## config.mk

```make
export PLATFORM = sky130hd
export DESIGN_NAME = neoPixelTop
export DESIGN_NICKNAME = d
export VERILOG_FILES = /design/src/hw/neoBusPkg.sv /design/src/hw/neoPixelPkg.sv /design/src/hw/pixelStreamIf.sv /design/src/hw/pixelRam.sv /design/src/hw/neoRegisters.sv /design/src/hw/pixelFetcher.sv /design/src/hw/pixelFifo.sv /design/src/hw/neoEncoder.sv /design/src/hw/neoPixelTop.sv
export SDC_FILE = /design/constraint.sdc
export NUM_CORES = 2
export LEC_CHECK = 0
export BUFFER_PORTS_ARGS = -buffer_cell sky130_fd_sc_hd__buf_4
export CAP_MARGIN = 20
export CORE_MARGIN = 4
export CORE_UTILIZATION = 45
export DETAILED_ROUTE_END_ITERATION = 10
export HOLD_SLACK_MARGIN = 0.08
export PLACE_DENSITY = 0.62
export SLEW_MARGIN = 20
export SYNTH_ARGS = -nofsm -noshare
export SYNTH_HDL_FRONTEND = slang
export SYNTH_SLANG_ARGS = --single-unit
```

## constraint.sdc

```tcl
create_clock -name busClk -period 3.7 [get_ports busClk]
set_input_delay 0.555 -clock busClk [delete_from_list [all_inputs] [get_ports busClk]]
set_output_delay 0.555 -clock busClk [all_outputs]
set_load 0.005 [all_outputs]
```

## src/hw/neoBusPkg.sv

```systemverilog
`default_nettype none

package neoBusPkg;

  // register bus geometry
  localparam int addrWidth = 18;
  localparam int dataWidth = 8;

  // the two top address bits select the region
  localparam logic [1:0] regionVirtual = 2'd0;
  localparam logic [1:0] regionDelta   = 2'd1;
  localparam logic [1:0] regionRaw     = 2'd2;
  localparam logic [1:0] regionReg     = 2'd3;

  // register index in the low four address bits
  localparam logic [3:0] regMaxLo  = 4'd0;
  localparam logic [3:0] regMaxHi  = 4'd1;
  localparam logic [3:0] regCtrl   = 4'd2;
  localparam logic [3:0] regStatus = 4'd3;

  // bit positions inside the control register
  localparam int ctrlInitBit  = 0;
  localparam int ctrlLimitBit = 1;
  localparam int ctrlRunBit   = 2;
  localparam int ctrlLoopBit  = 3;
  localparam int ctrl32Bit    = 4;

endpackage

`default_nettype wire

```

## src/hw/neoPixelPkg.sv

```systemverilog
`default_nettype none

package neoPixelPkg;

  // raw pixel byte buffer
  localparam int bufferEnd  = 255;
  localparam int bufferBits = 8;

  // delta (remap) table
  localparam int virtualEnd  = 63;
  localparam int virtualBits = 6;

  localparam int maxBits = 13; // width of the max register

  // a delta word is either a plain raw byte index, or a pixel slot whose
  // two low bits get replaced by the channel when running in 32-bit mode
  typedef union packed {
    logic [15:0] raw;
    struct packed {
      logic [13:0] slot;
      logic [1:0]  lowBits;
    } pixel;
  } deltaEntry;

  // line timing in bus clock cycles, kept short for simulation
  localparam int bitPeriod = 8;
  localparam int highZero  = 2;
  localparam int highOne   = 5;
  localparam int resetGap  = 40;

  // credits each receiver hands out at reset
  localparam int fifoDepth    = 4;
  localparam int encoderSlots = 1;

endpackage

`default_nettype wire

```

## src/hw/pixelStreamIf.sv

```systemverilog
`timescale 1ns/1ps
`default_nettype none

// byte link where the sender only transmits against credits it holds
interface pixelStreamIf;
  logic       valid;
  logic [7:0] data;
  logic       last;   // final byte of a frame
  logic       credit; // one-cycle pulse when the receiver frees a slot

  modport sender (
    output valid, data, last,
    input  credit
  );

  modport receiver (
    input  valid, data, last,
    output credit
  );
endinterface

`default_nettype wire

```

## src/hw/pixelRam.sv

```systemverilog
`timescale 1ns/1ps
`default_nettype none

module pixelRam #(
  parameter int dataBits  = 8,
  parameter int depthBits = 8
) (
  input  wire                 busClk,
  input  wire [depthBits-1:0] rdAddr,
  output logic [dataBits-1:0] rdData,
  input  wire                 wrEn,
  input  wire [depthBits-1:0] wrAddr,
  input  wire [dataBits-1:0]  wrData
);

  logic [dataBits-1:0] mem [2**depthBits];

  // a read in the same cycle as a write to that address returns the old word
  always_ff @(posedge busClk) begin
    if (wrEn) begin
      mem[wrAddr] <= wrData;
    end
    rdData <= mem[rdAddr]; // one cycle read latency
  end

endmodule

`default_nettype wire

```

## src/hw/neoRegisters.sv

```systemverilog
`timescale 1ns/1ps
`default_nettype none

module neoRegisters (
  input  wire                                busClk,
  input  wire                                arstN,
  input  wire [neoBusPkg::addrWidth-1:0]     busAddr,
  input  wire [neoBusPkg::dataWidth-1:0]     busDataIn,
  input  wire                                busWrite,
  input  wire                                busRead,
  output logic [neoBusPkg::dataWidth-1:0]    busDataOut,
  output logic                               busReady,
  input  wire [neoPixelPkg::bufferBits-1:0]  pixelIx,
  output logic [7:0]                         pixelByte,
  input  wire                                frameDone,
  input  wire                                busy,
  output logic [neoPixelPkg::maxBits-1:0]    regMax,
  output logic                               regLimit,
  output logic                               regRun
);

  logic [1:0] region;
  logic [3:0] regIx;
  logic       virtualPending; // second stage of a virtual write
  logic [1:0] virtualChan;
  logic [7:0] deltaLow;
  logic [15:0] deltaWord;
  neoPixelPkg::deltaEntry entry;
  logic [neoPixelPkg::virtualBits-1:0] deltaRdAddr;
  logic [neoPixelPkg::bufferBits-1:0]  pixelWrAddr;
  logic [neoPixelPkg::bufferBits-1:0]  mappedIx;
  logic pixelWrEn;
  logic deltaWrEn;
  logic ctrlInit;
  logic ctrlLimit;
  logic ctrlRun;
  logic ctrlLoop;
  logic ctrl32;
  logic [neoBusPkg::dataWidth-1:0] ctrlWord;

  assign region = busAddr[neoBusPkg::addrWidth-1 -: 2];
  assign regIx  = busAddr[3:0];

  // the delta lookup starts in the busWrite cycle so the word is ready one cycle later
  assign deltaRdAddr = ctrl32 ? busAddr[neoPixelPkg::virtualBits+1:2]
                              : busAddr[neoPixelPkg::virtualBits-1:0];

  assign entry    = deltaWord;
  assign mappedIx = ctrl32 ? {entry.pixel.slot[neoPixelPkg::bufferBits-3:0], virtualChan}
                           : entry.raw[neoPixelPkg::bufferBits-1:0];

  // busDataIn is still held by the master during the second virtual stage
  assign pixelWrEn   = virtualPending || (busWrite && region == neoBusPkg::regionRaw);
  assign pixelWrAddr = virtualPending ? mappedIx : busAddr[neoPixelPkg::bufferBits-1:0];

  assign deltaWrEn = busWrite && region == neoBusPkg::regionDelta && busAddr[0]; // odd commits

  assign busReady = ~virtualPending;
  assign regLimit = ctrlLimit;
  assign regRun   = ctrlRun & ~frameDone; // dips for one cycle so the fetcher sees frame ends

  always_comb begin
    ctrlWord = '0;
    ctrlWord[neoBusPkg::ctrlInitBit]  = ctrlInit;
    ctrlWord[neoBusPkg::ctrlLimitBit] = ctrlLimit;
    ctrlWord[neoBusPkg::ctrlRunBit]   = ctrlRun;
    ctrlWord[neoBusPkg::ctrlLoopBit]  = ctrlLoop;
    ctrlWord[neoBusPkg::ctrl32Bit]    = ctrl32;
  end

  pixelRam #(.dataBits(8), .depthBits(neoPixelPkg::bufferBits)) pixelBuf (
    .busClk (busClk),
    .rdAddr (pixelIx),
    .rdData (pixelByte),
    .wrEn   (pixelWrEn),
    .wrAddr (pixelWrAddr),
    .wrData (busDataIn)
  );

  pixelRam #(.dataBits(16), .depthBits($clog2(neoPixelPkg::virtualEnd + 1))) deltaBuf (
    .busClk (busClk),
    .rdAddr (deltaRdAddr),
    .rdData (deltaWord),
    .wrEn   (deltaWrEn),
    .wrAddr (busAddr[neoPixelPkg::virtualBits:1]),
    .wrData ({busDataIn, deltaLow})
  );

  always_ff @(posedge busClk or negedge arstN) begin
    if (!arstN) begin
      virtualPending <= 1'b0;
      regMax         <= '0;
      ctrlInit       <= 1'b0;
      ctrlLimit      <= 1'b0;
      ctrlRun        <= 1'b0;
      ctrlLoop       <= 1'b0;
      ctrl32         <= 1'b0;
    end else begin
      virtualPending <= busWrite && region == neoBusPkg::regionVirtual;

      if (frameDone) ctrlRun <= ctrlLoop; // keep running only in loop mode

      if (ctrlInit) begin
        ctrlInit  <= 1'b0;
        ctrlLimit <= 1'b0;
        ctrlRun   <= 1'b0;
        ctrlLoop  <= 1'b0;
        ctrl32    <= 1'b0;
      end

      if (busWrite && region == neoBusPkg::regionReg) begin
        case (regIx)
          neoBusPkg::regMaxLo: regMax[7:0] <= busDataIn;
          neoBusPkg::regMaxHi: regMax[neoPixelPkg::maxBits-1:8] <=
                                 busDataIn[neoPixelPkg::maxBits-9:0];
          neoBusPkg::regCtrl: begin
            ctrlInit  <= busDataIn[neoBusPkg::ctrlInitBit];
            ctrlLimit <= busDataIn[neoBusPkg::ctrlLimitBit];
            ctrlRun   <= busDataIn[neoBusPkg::ctrlRunBit];
            ctrlLoop  <= busDataIn[neoBusPkg::ctrlLoopBit];
            ctrl32    <= busDataIn[neoBusPkg::ctrl32Bit];
          end
          default: ; // status is read only
        endcase
      end
    end
  end

  always_ff @(posedge busClk) begin
    if (busWrite && region == neoBusPkg::regionVirtual) begin
      virtualChan <= busAddr[1:0];
    end
    if (busWrite && region == neoBusPkg::regionDelta && !busAddr[0]) begin
      deltaLow <= busDataIn; // low half waits for the odd write
    end

    if (busRead) begin
      if (region == neoBusPkg::regionReg) begin
        case (regIx)
          neoBusPkg::regMaxLo:  busDataOut <= regMax[7:0];
          neoBusPkg::regMaxHi:  busDataOut <= {3'b000, regMax[neoPixelPkg::maxBits-1:8]};
          neoBusPkg::regCtrl:   busDataOut <= ctrlWord;
          neoBusPkg::regStatus: busDataOut <= {{(neoBusPkg::dataWidth-1){1'b0}}, busy};
          default:              busDataOut <= '0;
        endcase
      end else begin
        busDataOut <= '1; // buffers are write only from the bus
      end
    end
  end

  // a virtual write stalls the master for exactly one cycle
  assert property (@(posedge busClk) disable iff (!arstN) !busReady |=> busReady)
    else $error("busReady low for more than one cycle");

  assert property (@(posedge busClk) disable iff (!arstN) !busReady |-> !busWrite)
    else $error("bus write issued while busReady is low");

endmodule

`default_nettype wire

```

## src/hw/pixelFetcher.sv

```systemverilog
`timescale 1ns/1ps
`default_nettype none

module pixelFetcher (
  input  wire                               busClk,
  input  wire                               arstN,
  input  wire                               regRun,
  input  wire                               regLimit,
  input  wire [neoPixelPkg::maxBits-1:0]    regMax,
  output logic [neoPixelPkg::bufferBits-1:0] pixelIx,
  input  wire [7:0]                         pixelByte,
  output logic                              busy,
  pixelStreamIf.sender                      link
);

  typedef enum logic [1:0] {sIdle, sFetch, sWait} fetchState;

  fetchState state;
  logic [neoPixelPkg::bufferBits-1:0] ix;
  logic [2:0] credits;   // holds 0 up to the FIFO depth
  logic readPending;     // RAM word arrives this cycle
  logic lastPending;
  logic atLast;
  logic issue;

  // a limit beyond the buffer still stops at the buffer end
  assign atLast = (ix == neoPixelPkg::bufferBits'(neoPixelPkg::bufferEnd)) ||
                  (regLimit && neoPixelPkg::maxBits'(ix) == regMax);

  // one read per credit, and never a second one while a read is in flight
  assign issue = state == sFetch && regRun && credits != 3'd0 && !readPending;

  assign pixelIx    = ix;
  assign busy       = state != sIdle;
  assign link.valid = readPending;
  assign link.data  = pixelByte;
  assign link.last  = lastPending;

  always_ff @(posedge busClk or negedge arstN) begin
    if (!arstN) begin
      state       <= sIdle;
      ix          <= '0;
      credits     <= 3'(neoPixelPkg::fifoDepth);
      readPending <= 1'b0;
      lastPending <= 1'b0;
    end else begin
      readPending <= issue;
      if (issue) lastPending <= atLast;
      credits <= credits - {2'b00, issue} + {2'b00, link.credit};

      case (state)
        sIdle: begin
          if (regRun) begin
            state <= sFetch;
            ix    <= '0;
          end
        end
        sFetch: begin
          if (!regRun) begin
            state <= sIdle; // run cleared in the middle of a frame
          end else if (issue) begin
            if (atLast) state <= sWait;
            else ix <= ix + 1'b1;
          end
        end
        default: begin
          if (!regRun) state <= sIdle; // frame finished on the line
        end
      endcase
    end
  end

  assert property (@(posedge busClk) disable iff (!arstN)
                   credits <= 3'(neoPixelPkg::fifoDepth))
    else $error("fetcher holds more credits than the FIFO has slots");

endmodule

`default_nettype wire

```

## src/hw/pixelFifo.sv

```systemverilog
`timescale 1ns/1ps
`default_nettype none

module pixelFifo (
  input  wire             busClk,
  input  wire             arstN,
  pixelStreamIf.receiver  inLink,
  pixelStreamIf.sender    outLink
);

  logic [8:0] queue [neoPixelPkg::fifoDepth]; // {last, data}
  logic [1:0] wrPtr;
  logic [1:0] rdPtr;
  logic [2:0] count;
  logic [1:0] downCredits;
  logic deq;

  assign deq = count != 3'd0 && downCredits != 2'd0;

  always_ff @(posedge busClk) begin
    if (inLink.valid) begin
      queue[wrPtr] <= {inLink.last, inLink.data}; // credits guarantee a free slot
    end
    if (deq) begin
      {outLink.last, outLink.data} <= queue[rdPtr];
    end
  end

  always_ff @(posedge busClk or negedge arstN) begin
    if (!arstN) begin
      wrPtr          <= '0;
      rdPtr          <= '0;
      count          <= '0;
      downCredits    <= 2'(neoPixelPkg::encoderSlots);
      outLink.valid  <= 1'b0;
      inLink.credit  <= 1'b0;
    end else begin
      if (inLink.valid) wrPtr <= wrPtr + 1'b1;
      if (deq) rdPtr <= rdPtr + 1'b1;
      count         <= count + {2'b00, inLink.valid} - {2'b00, deq};
      downCredits   <= downCredits - {1'b0, deq} + {1'b0, outLink.credit};
      outLink.valid <= deq;
      inLink.credit <= deq; // slot freed, hand its credit back upstream
    end
  end

  assert property (@(posedge busClk) disable iff (!arstN)
                   inLink.valid |-> count != 3'(neoPixelPkg::fifoDepth))
    else $error("byte arrived at a full FIFO");

endmodule

`default_nettype wire

```

## src/hw/neoEncoder.sv

```systemverilog
`timescale 1ns/1ps
`default_nettype none

module neoEncoder (
  input  wire             busClk,
  input  wire             arstN,
  pixelStreamIf.receiver  link,
  output logic            neoData,
  output logic            frameDone
);

  typedef enum logic [1:0] {sIdle, sBits, sGap} encState;

  encState state;
  logic       slotFull;  // the single receive slot
  logic [7:0] slotData;
  logic       slotLast;
  logic [7:0] shifter;
  logic       curLast;
  logic [2:0] phase;     // cycle inside the bit period
  logic [2:0] bitIx;
  logic [5:0] gapCnt;
  logic       periodEnd;
  logic       byteEnd;
  logic       load;

  assign periodEnd = state == sBits && phase == 3'(neoPixelPkg::bitPeriod - 1);
  assign byteEnd   = periodEnd && bitIx == 3'd7;

  // a waiting byte follows the previous one without a gap on the line
  assign load = slotFull && (state == sIdle || (byteEnd && !curLast));

  assign neoData = state == sBits &&
                   phase < (shifter[7] ? 3'(neoPixelPkg::highOne) : 3'(neoPixelPkg::highZero));

  always_ff @(posedge busClk) begin
    if (link.valid) begin
      slotData <= link.data;
      slotLast <= link.last;
    end
    if (load) begin
      shifter <= slotData;
      curLast <= slotLast;
    end else if (periodEnd) begin
      shifter <= {shifter[6:0], 1'b0}; // MSB goes out first
    end
  end

  always_ff @(posedge busClk or negedge arstN) begin
    if (!arstN) begin
      state       <= sIdle;
      slotFull    <= 1'b0;
      phase       <= '0;
      bitIx       <= '0;
      gapCnt      <= '0;
      link.credit <= 1'b0;
      frameDone   <= 1'b0;
    end else begin
      link.credit <= load; // the slot is free again once its byte moves to the shifter
      frameDone   <= 1'b0;

      if (load) slotFull <= 1'b0;
      else if (link.valid) slotFull <= 1'b1;

      if (load) begin
        state <= sBits;
        phase <= '0;
        bitIx <= '0;
      end else begin
        case (state)
          sBits: begin
            if (periodEnd) begin
              phase <= '0;
              bitIx <= bitIx + 1'b1;
              if (bitIx == 3'd7) begin
                state  <= curLast ? sGap : sIdle;
                gapCnt <= '0;
              end
            end else begin
              phase <= phase + 1'b1;
            end
          end
          sGap: begin
            // line stays low so the strip latches the frame
            if (gapCnt == 6'(neoPixelPkg::resetGap - 1)) begin
              state     <= sIdle;
              frameDone <= 1'b1;
            end else begin
              gapCnt <= gapCnt + 1'b1;
            end
          end
          default: ;
        endcase
      end
    end
  end

endmodule

`default_nettype wire

```

## src/hw/neoPixelTop.sv

```systemverilog
`timescale 1ns/1ps
`default_nettype none

module neoPixelTop (
  input  wire                             busClk,
  input  wire                             arstN,
  input  wire [neoBusPkg::addrWidth-1:0]  busAddr,
  input  wire [neoBusPkg::dataWidth-1:0]  busDataIn,
  input  wire                             busWrite,
  input  wire                             busRead,
  output wire [neoBusPkg::dataWidth-1:0]  busDataOut,
  output wire                             busReady,
  output wire                             neoData
);

  logic [neoPixelPkg::bufferBits-1:0] pixelIx;
  logic [7:0]                         pixelByte;
  logic [neoPixelPkg::maxBits-1:0]    regMax;
  logic regLimit;
  logic regRun;
  logic frameDone;
  logic busy;

  pixelStreamIf fetchLink ();  // fetcher to FIFO, four credits
  pixelStreamIf encodeLink (); // FIFO to encoder, one credit

  neoRegisters i_registers (
    .busClk     (busClk),
    .arstN      (arstN),
    .busAddr    (busAddr),
    .busDataIn  (busDataIn),
    .busWrite   (busWrite),
    .busRead    (busRead),
    .busDataOut (busDataOut),
    .busReady   (busReady),
    .pixelIx    (pixelIx),
    .pixelByte  (pixelByte),
    .frameDone  (frameDone),
    .busy       (busy),
    .regMax     (regMax),
    .regLimit   (regLimit),
    .regRun     (regRun)
  );

  pixelFetcher i_fetcher (
    .busClk    (busClk),
    .arstN     (arstN),
    .regRun    (regRun),
    .regLimit  (regLimit),
    .regMax    (regMax),
    .pixelIx   (pixelIx),
    .pixelByte (pixelByte),
    .busy      (busy),
    .link      (fetchLink.sender)
  );

  pixelFifo i_fifo (
    .busClk  (busClk),
    .arstN   (arstN),
    .inLink  (fetchLink.receiver),
    .outLink (encodeLink.sender)
  );

  neoEncoder i_encoder (
    .busClk    (busClk),
    .arstN     (arstN),
    .link      (encodeLink.receiver),
    .neoData   (neoData),
    .frameDone (frameDone)
  );

endmodule

`default_nettype wire

```

==> impl_metrics.csv <==
group,metric,value,unit
status,run_status,"complete, no violations",
critical_path,slowest_delay,0.68,ns
power_and_ir_drop,total_power,62.9,mW
critical_path,crit_path_end_kind,"flop",
cts,cts_buffers,295,
critical_path,path_max_fanout,16,
finish,final_common_cell,"edfxtp_1",
timing,fin_crit,3.47,ns
logic_synthesis,ys_seq_area_share,77.0,%
power_and_ir_drop,power_density,512,nW/um2
detailed_routing,drt_pass1_iterations,5,
finish,multi_input_area,23000,um2
power_and_ir_drop,ir_drop,415,uV
critical_path,crit_chain,"buf_12 -> buf_12 -> mux4_2 -> a22o_1 -> a221oi_1 -> o22ai_1 -> nor3_1 -> buf_4 -> o32ai_1",
logic_synthesis,synth_edf_count,2641,
critical_path,path_buf_inv,3,
cts,cts.reportedPaths.clkPinSlew,0.06,ns
critical_path,cp_top_family,"compound AO/OA/AOI/OAI gates",
timing,hold_violations,0,
global_route,grt_pass1_wl,377000,um
placed_design,numPortBuffers,31,
critical_path,worstSetupPathType,"reg2reg",
detailed_routing,wire_per_inst,28.9,um
floorplan,die_x,492,um
hold_path,hp-class,"in2reg",
floorplan,die_area,242000,um2
critical_path,cp_slowest_cell,"dfrtp_4",
timing,max_slew.worst_pin.slew,0.994,ns
floorplan,die_h,492,um
cts,cts_resized,0,
logic_synthesis,yosysWarnings,0,
timing,fmax,288,MHz
timing,setup_viol,0,
detailed_routing,ant_nets,0,
cts,ctsLongestPathBuffers,4,
logic_synthesis,synthDistinctLibCells,74,
finish,syn_to_final_growth,16.7,%
placed_design,gp_congestion,0.844,
logic_synthesis,netlist_area,105000,um2
logic_synthesis,yosys_most_used_dff,"edfxtp_1",
global_route,grt_max_degree,125,
global_route,grt-ovfl-total,0,
critical_path,cp_data_required_time,4.44,ns
timing,maxSlewHeadroom,33.7,%
detailed_routing,drt-initial-drc-count,5452,
finish,seq_area,81200,um2
timing,rsz0062_at_grt,"false",
placed_design,dp_hpwl,163000,um
logic_synthesis,synthCells,4924,
detailed_routing,drcViolationCount,0,
finish,layout.nets,5679,
critical_path,cp_data_arrival_time,4.21,ns
cts,cts_tree,"built",
logic_synthesis,avgSynthCellArea,21.4,um2
global_route,grt_usage,21.4,%
finish,layout_common_cells,"2,641 x edfxtp_1, 660 x mux4_2, 597 x buf_4",
logic_synthesis,synth_nets,4977,
timing,drv_slew,0,
timing,fin_skew,0.0466,ns
detailed_routing,dr_total_vias,52400,
detailed_routing,vias_per_cell,5.84,
critical_path,critPathLaunchType,"flop",
run,drv_cap,0,
logic_synthesis,ys_ff_latch,2718,
cts,worst_skew_pair.late_latency,0.92,ns
power_and_ir_drop,p_leak,39.1,nW
cts,cts.sink_count,2718,
global_route,grt_pass1_vias,53200,
floorplan,core_area,233000,um2
detailed_routing,wirelength,259000,um
critical_path,path_common_cell,"buf_12",
cts,cts_root_buffer,"clkbuf_16",
floorplan,rows,177,
finish,drive_gt1_share,30.6,%
timing,hold_slack,0.106,ns
finish,fill_cells,18000,
logic_synthesis,ys_async_sr_fraction,2.24,%
timing,fin_crit_sh,93.8,%
floorplan,io_pins,40,
cts,cts_max_level,5,
global_route,antenna_found_initial,11,
floorplan,start_util,45.3,%
==> cells by family (layout without fill, tap and decap cells) <==
group / Yosys count / in the layout / share of synthesized area, %
compound gates: 318 / 318 / 2.20
xor+xnor: 24 / 24 / 0.199
fa+ha+maj: 23 / 23 / 0.287
buf+inv: 304 / 1205 / 1.35
flops: 2718 / 2718 / 77.0
mux: 898 / 898 / 16.4
other cells: 0 / 5 / 0
simple gates: 639 / 639 / 2.58
==> worst paths after layout <==
check	end	cells past startpoint	slack, ns	start
worst max register to register	i_registers.pixelBuf.rdData[1]	9	0.23	i_fetcher.pixelIx[1]
max in group asynchronous	i_registers.regMax[1]	3	2.75	arstN
worst min-delay path	i_registers.pixelBuf.mem[90][4]	1	0.11	busDataIn[4]
min in group asynchronous	i_encoder.gapCnt[2]	2	0.20	arstN
worst max-delay path	i_registers.pixelBuf.rdData[1]	9	0.23	i_fetcher.pixelIx[1]
worst min register to register	i_encoder.slotData[2]	0	0.42	i_fifo.outLink.data[2]
==> registers in the layout (all words and copies together), names as in the netlist, 3 cells and up <==
signal / flops
i_encoder.gapCnt: 6
i_encoder.shifter: 8
i_registers.regMax: 13
i_fifo.outLink.data: 8
i_registers.pixelBuf.mem: 2048
i_fifo.queue: 36
i_fifo.count: 3
i_fetcher.credits: 3
i_fetcher.pixelIx: 8
i_encoder.phase: 3
i_registers.deltaBuf.mem: 512
i_registers.pixelBuf.rdData: 8
i_encoder.slotData: 8
i_registers.deltaBuf.rdData: 8
i_registers.busDataOut: 8
i_encoder.bitIx: 3
i_registers.deltaLow: 8
==> routing by layer <==
layer / part of all wire [%] / global-route usage [%] / routed length (um)
met2: 49 / 34.5 / 127000
met1: 41 / 30.0 / 105000
met4: 2.6 / 5.77 / 6660
met5: 0.026 / 0 / 68
met3: 7.8 / 4.40 / 20100
==> synth_stat cells (16+ instances only) <==
cell type,number,area share [%]
ha_1,21,0.25
nand3_1,34,0.16
clkbuf_1,127,0.45
mux2i_1,217,2.1
dfrtp_1,59,1.4
dfxtp_1,16,0.30
a21oi_1,33,0.16
o21ai_0,51,0.24
a22oi_1,78,0.56
edfxtp_1,2641,75
nand2_1,118,0.42
buf_2,82,0.39
a22o_1,29,0.24
mux4_2,660,14
buf_1,27,0.096
mux2_2,21,0.22
buf_4,27,0.19
o22ai_1,25,0.15
nor2_1,391,1.4
inv_1,27,0.096
a221oi_1,28,0.23
==> timing repair <==
action | 4_1_cts | 5_1_grt
hold buffers | 6 | 0
setup endpoints to repair | 2 | 0
endpoints found under the hold margin | 54 | 0
buffers inserted | 7 | 0
==> report_power, final <==
group	leakage, nW	internal (mW)	switching (mW)
registers	24.6	33.8	0.0554
logic	10.1	0.614	1.24
clock network	4.32	15.8	11.4
total	39.1	50.2	12.7
==> layout make-up <==
type	count	area share, %
antenna	5	0.0102
clock buffer	373	6.43
clock inverter	123	0.726
inverter	31	0.0946
multi-input combinational	1902	18.7
sequential	2718	66.0
tap	3132	3.19
timing repair buffer	678	4.88
==> metrics by stage <==
stage	utilization, %	setup TNS (ns)	cells	cell area (um2)	worst slack [ns]
after floorplan	-	0	4924	105000	1.08
after global placement	49.0	-0.131	8448	114000	-0.0696
after detailed placement	49.0	-0.0992	8448	114000	-0.0628
after CTS	52.8	0	8957	123000	0.206
after global routing	52.8	0	8958	123000	0.118
final	52.8	0	8962	123000	0.228
(Power assumes the default switching activity.)
